--- src/rtl/rip_pkg.sv ---
package rip_pkg;

    localparam int XLEN       = 32;
    localparam int REG_ADDR_W = 5;
    localparam int NUM_REGS   = 32;

    // kept major opcodes
    localparam logic [6:0] OPC_OP     = 7'b0110011;
    localparam logic [6:0] OPC_OP_IMM = 7'b0010011;
    localparam logic [6:0] OPC_LUI    = 7'b0110111;

    localparam logic [2:0] F3_ADD_SUB = 3'b000;
    localparam logic [2:0] F3_SLL     = 3'b001;
    localparam logic [2:0] F3_SLT     = 3'b010;
    localparam logic [2:0] F3_SLTU    = 3'b011;
    localparam logic [2:0] F3_XOR     = 3'b100;
    localparam logic [2:0] F3_SR      = 3'b101;
    localparam logic [2:0] F3_OR      = 3'b110;
    localparam logic [2:0] F3_AND     = 3'b111;

    // selects SUB and SRA/SRAI
    localparam logic [6:0] F7_ALT = 7'b0100000;

    typedef struct packed {
        logic [6:0]            funct7;
        logic [REG_ADDR_W-1:0] rs2;
        logic [REG_ADDR_W-1:0] rs1;
        logic [2:0]            funct3;
        logic [REG_ADDR_W-1:0] rd;
        logic [6:0]            opcode;
    } r_fmt_t;

    typedef struct packed {
        logic [11:0]           imm12;
        logic [REG_ADDR_W-1:0] rs1;
        logic [2:0]            funct3;
        logic [REG_ADDR_W-1:0] rd;
        logic [6:0]            opcode;
    } i_fmt_t;

    typedef struct packed {
        logic [19:0]           imm20;
        logic [REG_ADDR_W-1:0] rd;
        logic [6:0]            opcode;
    } u_fmt_t;

    typedef union packed {
        r_fmt_t r;
        i_fmt_t i;
        u_fmt_t u;
    } inst_u;

    typedef enum logic [3:0] {
        ALU_ADD,
        ALU_SUB,
        ALU_SLL,
        ALU_SLT,
        ALU_SLTU,
        ALU_XOR,
        ALU_SRL,
        ALU_SRA,
        ALU_OR,
        ALU_AND,
        ALU_PASS_B
    } alu_op_e;

    typedef struct packed {
        logic                  valid;
        logic                  writes_rd;
        alu_op_e               alu_op;
        logic                  use_imm;
        logic [REG_ADDR_W-1:0] rd;
        logic [XLEN-1:0]       imm;
    } decoded_t;

    typedef struct packed {
        logic [XLEN-1:0] rs1_val;
        logic [XLEN-1:0] rs2_val;
    } operands_t;

    typedef struct packed {
        logic                  valid;
        logic [REG_ADDR_W-1:0] rd;
        logic [XLEN-1:0]       data;
    } wb_t;

endpackage
--- src/rtl/rip_exec_core.sv ---
`timescale 1ns/1ps

module rip_exec_core (
    input  logic           clk,
    input  logic           rst_n,
    input  logic           inst_valid,
    input  rip_pkg::inst_u inst_code,
    output rip_pkg::wb_t   wb
);
    import rip_pkg::*;

    decoded_t  de;
    operands_t ops;
    wb_t       fwd;

    // decode and operand read run side by side on the same word
    rip_decoder decoder (
        .clk       (clk),
        .rst_n     (rst_n),
        .inst_valid(inst_valid),
        .inst_code (inst_code),
        .de        (de)
    );

    rip_operand_fetch operand_fetch (
        .clk       (clk),
        .rst_n     (rst_n),
        .inst_valid(inst_valid),
        .inst_code (inst_code),
        .fwd       (fwd),
        .wb        (wb),
        .ops       (ops)
    );

    rip_alu_stage alu_stage (
        .clk  (clk),
        .rst_n(rst_n),
        .de   (de),
        .ops  (ops),
        .fwd  (fwd),
        .wb   (wb)
    );

endmodule

--- src/rtl/rip_alu_stage.sv ---
`timescale 1ns/1ps

module rip_alu_stage (
    input  logic               clk,
    input  logic               rst_n,
    input  rip_pkg::decoded_t  de,
    input  rip_pkg::operands_t ops,
    output rip_pkg::wb_t       fwd,
    output rip_pkg::wb_t       wb
);
    import rip_pkg::*;

    logic [XLEN-1:0]         op_a;
    logic [XLEN-1:0]         op_b;
    logic [$clog2(XLEN)-1:0] shamt;
    logic [XLEN-1:0]         result;

    assign op_a  = ops.rs1_val;
    assign op_b  = de.use_imm ? de.imm : ops.rs2_val;
    assign shamt = op_b[$clog2(XLEN)-1:0];

    always_comb begin
        case (de.alu_op)
            ALU_ADD: begin
                result = op_a + op_b;
            end
            ALU_SUB: begin
                result = op_a - op_b;
            end
            ALU_SLL: begin
                result = op_a << shamt;
            end
            ALU_SLT: begin
                result = {{(XLEN-1){1'b0}}, ($signed(op_a) < $signed(op_b))};
            end
            ALU_SLTU: begin
                result = {{(XLEN-1){1'b0}}, (op_a < op_b)};
            end
            ALU_XOR: begin
                result = op_a ^ op_b;
            end
            ALU_SRL: begin
                result = op_a >> shamt;
            end
            ALU_SRA: begin
                result = $unsigned($signed(op_a) >>> shamt);
            end
            ALU_OR: begin
                result = op_a | op_b;
            end
            ALU_AND: begin
                result = op_a & op_b;
            end
            ALU_PASS_B: begin
                // LUI
                result = op_b;
            end
            default: begin
                result = '0;
            end
        endcase
    end

    // result of this cycle, fed back for back-to-back dependencies
    assign fwd.valid = de.valid & de.writes_rd;
    assign fwd.rd    = de.rd;
    assign fwd.data  = result;

    always_ff @(posedge clk) begin
        if (!rst_n) begin
            wb <= '0;
        end
        else begin
            wb <= fwd;
        end
    end

endmodule

--- src/rtl/rip_operand_fetch.sv ---
`timescale 1ns/1ps

module rip_operand_fetch (
    input  logic               clk,
    input  logic               rst_n,
    input  logic               inst_valid,
    input  rip_pkg::inst_u     inst_code,
    input  rip_pkg::wb_t       fwd,
    input  rip_pkg::wb_t       wb,
    output rip_pkg::operands_t ops
);
    import rip_pkg::*;

    logic [XLEN-1:0] regfile [NUM_REGS];
    logic [XLEN-1:0] rs1_rf;
    logic [XLEN-1:0] rs2_rf;
    operands_t       ops_next;

    // youngest result wins, then the one being written back
    function automatic logic [XLEN-1:0] bypass(
        input logic [REG_ADDR_W-1:0] rs,
        input logic [XLEN-1:0]       rf_val,
        input wb_t                   fwd_in,
        input wb_t                   wb_in
    );
        logic [XLEN-1:0] val;
        if (fwd_in.valid && fwd_in.rd == rs) begin
            val = fwd_in.data;
        end
        else if (wb_in.valid && wb_in.rd == rs) begin
            val = wb_in.data;
        end
        else begin
            val = rf_val;
        end
        return val;
    endfunction

    always_ff @(posedge clk) begin
        if (wb.valid) begin
            regfile[wb.rd] <= wb.data;
        end
    end

    // x0 reads as zero
    assign rs1_rf = (inst_code.r.rs1 == '0) ? '0 : regfile[inst_code.r.rs1];
    assign rs2_rf = (inst_code.r.rs2 == '0) ? '0 : regfile[inst_code.r.rs2];

    always_comb begin
        ops_next.rs1_val = bypass(inst_code.r.rs1, rs1_rf, fwd, wb);
        ops_next.rs2_val = bypass(inst_code.r.rs2, rs2_rf, fwd, wb);
    end

    always_ff @(posedge clk) begin
        if (!rst_n) begin
            ops <= '0;
        end
        else if (inst_valid) begin
            ops <= ops_next;
        end
    end

endmodule

--- src/rtl/rip_decoder.sv ---
`timescale 1ns/1ps

module rip_decoder (
    input  logic              clk,
    input  logic              rst_n,
    input  logic              inst_valid,
    input  rip_pkg::inst_u    inst_code,
    output rip_pkg::decoded_t de
);
    import rip_pkg::*;

    decoded_t de_next;
    logic     known_op;
    logic     alt;

    function automatic alu_op_e alu_from_funct3(
        input logic [2:0] funct3,
        input logic       alt_sub,
        input logic       alt_sra
    );
        alu_op_e op;
        case (funct3)
            F3_ADD_SUB: op = alt_sub ? ALU_SUB : ALU_ADD;
            F3_SLL:     op = ALU_SLL;
            F3_SLT:     op = ALU_SLT;
            F3_SLTU:    op = ALU_SLTU;
            F3_XOR:     op = ALU_XOR;
            F3_SR:      op = alt_sra ? ALU_SRA : ALU_SRL;
            F3_OR:      op = ALU_OR;
            // F3_AND
            default:    op = ALU_AND;
        endcase
        return op;
    endfunction

    assign alt = (inst_code.r.funct7 == F7_ALT);

    always_comb begin
        de_next.valid   = inst_valid;
        de_next.rd      = inst_code.r.rd;
        de_next.use_imm = 1'b0;
        de_next.alu_op  = ALU_ADD;
        // sign-extended I-type immediate by default
        de_next.imm     = {{(XLEN-12){inst_code.i.imm12[11]}}, inst_code.i.imm12};
        known_op        = 1'b1;

        case (inst_code.r.opcode)
            OPC_OP: begin
                de_next.alu_op = alu_from_funct3(inst_code.r.funct3, alt, alt);
            end
            OPC_OP_IMM: begin
                de_next.use_imm = 1'b1;
                // no SUBI, only SRAI uses the alt bit
                de_next.alu_op  = alu_from_funct3(inst_code.i.funct3, 1'b0, alt);
                if (inst_code.i.funct3 == F3_SLL || inst_code.i.funct3 == F3_SR) begin
                    de_next.imm = {{(XLEN-5){1'b0}}, inst_code.i.imm12[4:0]};
                end
            end
            OPC_LUI: begin
                de_next.use_imm = 1'b1;
                de_next.alu_op  = ALU_PASS_B;
                de_next.imm     = {inst_code.u.imm20, 12'b0};
            end
            default: begin
                // unknown opcode retires without a write
                known_op = 1'b0;
            end
        endcase

        de_next.writes_rd = known_op && (inst_code.r.rd != '0);
    end

    always_ff @(posedge clk) begin
        if (!rst_n) begin
            de.valid     <= 1'b0;
            de.writes_rd <= 1'b0;
        end
        else begin
            de <= de_next;
        end
    end

endmodule

--- config.mk ---
export PLATFORM = sky130hd
export DESIGN_NAME = rip_exec_core
export DESIGN_NICKNAME = d
export VERILOG_FILES = /design/src/rtl/rip_pkg.sv /design/src/rtl/rip_exec_core.sv /design/src/rtl/rip_alu_stage.sv /design/src/rtl/rip_operand_fetch.sv /design/src/rtl/rip_decoder.sv
export SDC_FILE = /design/constraint.sdc
export NUM_CORES = 2
export LEC_CHECK = 0
export BUFFER_PORTS_ARGS = -buffer_cell sky130_fd_sc_hd__buf_2
export CORE_MARGIN = 4
export CORE_UTILIZATION = 25
export DETAILED_ROUTE_END_ITERATION = 16
export PLACE_DENSITY = 0.49
export SETUP_SLACK_MARGIN = 0.5
export SLEW_MARGIN = 20
export SYNTH_ARGS = -nofsm -noshare
export SYNTH_HDL_FRONTEND = slang
export SYNTH_SLANG_ARGS = --single-unit
--- constraint.sdc ---
create_clock -name clk -period 3.9 [get_ports clk]
set_clock_uncertainty 0.15 [all_clocks]
set_input_delay 0.78 -clock clk [delete_from_list [all_inputs] [get_ports clk]]
set_output_delay 0.78 -clock clk [all_outputs]
set_load 0.02 [all_outputs]
==> metrics.txt <==
Layout Nets around 4800; DRC Markers 0; RSZ-0062 raised after global routing yes; area growth from synthesis to layout 27.8%; CP Cell Sequence buf_12 > buf_12 > mux2i_4 > buf_6 > buf_12 > mux4_2 > mux2i_1 > buf_4 > mux2i_1 > a221o_1 > a31oi_4 > buf_4 > o211ai_1 > buf_4 > a221o_1; CTS sink count ~1200; share of cells above drive strength 1 approximately 45%; status finished with violations; Die X 510 um; Setup-failing EPs final 19; FFs w/ async S/R, synth 0%; leak pwr roughly 27 nW; number of flops mapped to enable cells by yosys around 1100; Core Box Area 251000 um^2; Primary FF master, synth edfxtp_1; Critical Path Start Type flop; initial antenna violation count 10; critical path arrival around 4.6 ns; CTS H-tree depth 4; Place WS -0.410 ns; worst endpoint required time 4.42 ns; Setup CP Type flop to flop; sequential area share after synthesis between 50% and 60%; final worst slack -0.165 ns; Inst Count DP 7824; mapped cell area 63000 um^2; cell accounting for the most synthesized area edfxtp_1; Ports 73; gr usage total about a fifth; clock-pin transition on the worst setup and hold timing paths roughly 0.060 ns; clock tree from TritonCTS done; Worst Tran Pin Value a little under 1 ns; fin. max-slew vios 0; cell count after synthesis about 4000; Syn Area/Cell 15.6 um^2; Final Non-Filler Cells approximately 8000; GP Congestion 1.05; CTS hold repair buffers 0; first-pass GRT wire length around 360 mm; final hold vios 0; Num CTS Buffers 132; syn nets about 4200; Bufs on Longest Clock Path 3; post-DR wirelength/cell 32.3 um; Die Ht between 500 and 600 um; CP endpoint kind flop; crit path time final a little over 4 ns; worst-path fanout max 6; Detailed Place HPWL roughly 180 mm; vias in the first global route about 45000; Util after Layout between 30% and 40%; final total power between 30 and 40 mW; initial core utilization between 20% and 30%; Power per Cell Area ~420 nW/um^2; Placed Area about 73000 um^2; Via density around 5.5; drt pass-1 iters 8; Synth top area share between 50% and 60%; slowest CP cell mux4_2; fmax approximately 250 MHz; design area about 81000 um^2; cell family with most CP delay multiplexers; fin crit share 104%; antenna viol nets, final 0; DR vias 44800; Max Cap Violations 0; max incr delay on CP 0.55 ns; most common cell after layout, fill and taps aside edfxtp_1; YS warnings 0; Netlist cell types around 100; CP bufs+invs 7; DIE AREA between 200000 and 300000 um^2; Starting DRT DRC Count a little over 5000; grt ovf 0; post-synthesis register bit count 1170; I/O Buffers 72; WL final between 200 and 300 mm; Max VDD drop about 320 uV; clock latency on the worst-skew pair roughly 0.79 ns; largest cells by area after synthesis edfxtp_1 51%, mux4_2 24%, dfxtp_1 3.3%; Worst slew margin 35.0%; # rows 184; pin count of the biggest net entering global routing between 40 and 50; failing checks setup timing; most frequent cells in the layout 1066 x edfxtp_1, 667 x mux4_2, 633 x buf_4, 169 x nor2_1, 153 x nand2_1; Tightest Hold Check Type primary input to flop; Root Driver clkbuf_16
-- registers in the layout (all words and copies together) (netlist names) --
name and count:
decoder.de 44, operand_fetch.ops 64, alu_stage.wb 38, operand_fetch.regfile 1024
-- power by group --
part | switching (mW) | internal [mW] | leakage [nW]
combinational | 4.25 | 3.18 | 14.4
clock | 5.47 | 6.91 | 2.08
sequential | 0.308 | 14.1 | 10.7
-- layer usage --
| layer | wire length, um | up-vias | GRT usage, % | part of all wire, % |
|---|---|---|---|---|
| li1 | - | 18100 | - | - |
| met1 | 109000 | 24100 | 26.5 | 41 |
| met2 | 126000 | 2059 | 32.5 | 48 |
| met3 | 18500 | 450 | 3.40 | 7.0 |
| met4 | 10400 | 2 | 6.77 | 3.9 |
| met5 | 13 | - | 0 | 0.0049 |
-- metrics by stage --
stage	TNS [ns]	hold slack (ns)
final	-0.936	0.0473
after CTS	-0.540	0.000406
after global routing	-3.44	0.0112
after global placement	-11.65	0.305
after floorplan	0	0.274
after detailed placement	-11.75	0.313
-- layout make-up --
type	instances	area, um^2
Fill cell	24400	171000
Antenna cell	3	7.51
Timing Repair Buffer	875	7980
Inverter	101	398
Clock buffer	174	3620
Tap cell	3348	4190
Multi-Input combinational cell	2430	29600
Clock inverter	66	656
Sequential cell	1170	34100
-- Yosys cell counts (17+ instances only) --
master	number
edfxtp_1	1066
mux4_2	667
nor2_1	228
clkbuf_1	184
a21oi_1	180
nand2_1	166
mux2i_1	138
dfxtp_1	104
ha_1	99
o21ai_0	99
inv_1	92
buf_2	91
nor2b_1	55
nor3_1	54
o22ai_1	50
mux2_2	45
a211oi_1	44
a21o_1	42
o211ai_1	36
buf_1	33
nand3_1	31
o21ai_1	30
a221o_1	27
a221oi_1	26
a31oi_1	24
o221ai_1	24
a2111oi_0	23
xnor2_1	23
and2_1	22
o31ai_1	22
a22oi_1	21
buf_4	21
nor4_1	21
nand4_1	18
nand2b_1	17
-- cells by family after synthesis --
family | share of synthesized area, %
and+or+nand+nor | 5.01
buffers and inverters | 3.00
adders and majority gates | 2.03
DFF | 54.1
AOI/OAI and AO/OA | 8.42
xor gates and xnor gates | 0.486
muxes | 27.0
-- path summary, 6_finish.rpt --
check / to / cells past startpoint / from / slack [ns]
setup / recovery: operand_fetch.ops[48]$_SDFFE_PN0P_ / 15 / decoder.de[37]$_DFFE_PP_ / -0.17
hold reg to reg: operand_fetch.ops[28]$_SDFFE_PN0P_ / 2 / operand_fetch.ops[28]$_SDFFE_PN0P_ / 0.33
setup reg to reg: operand_fetch.ops[48]$_SDFFE_PN0P_ / 15 / decoder.de[37]$_DFFE_PP_ / -0.17
hold / removal: decoder.de[34]$_DFFE_PP_ / 1 / inst_code[9] / 0.05
-- what timing repair did --
action	4_1_cts	5_1_grt
setup endpoints to repair	95	96
resized for setup	322	176
cloned	2	1
pin swaps	94	99
buffers inserted	52	45
Power figures use the tool's default switching activity.
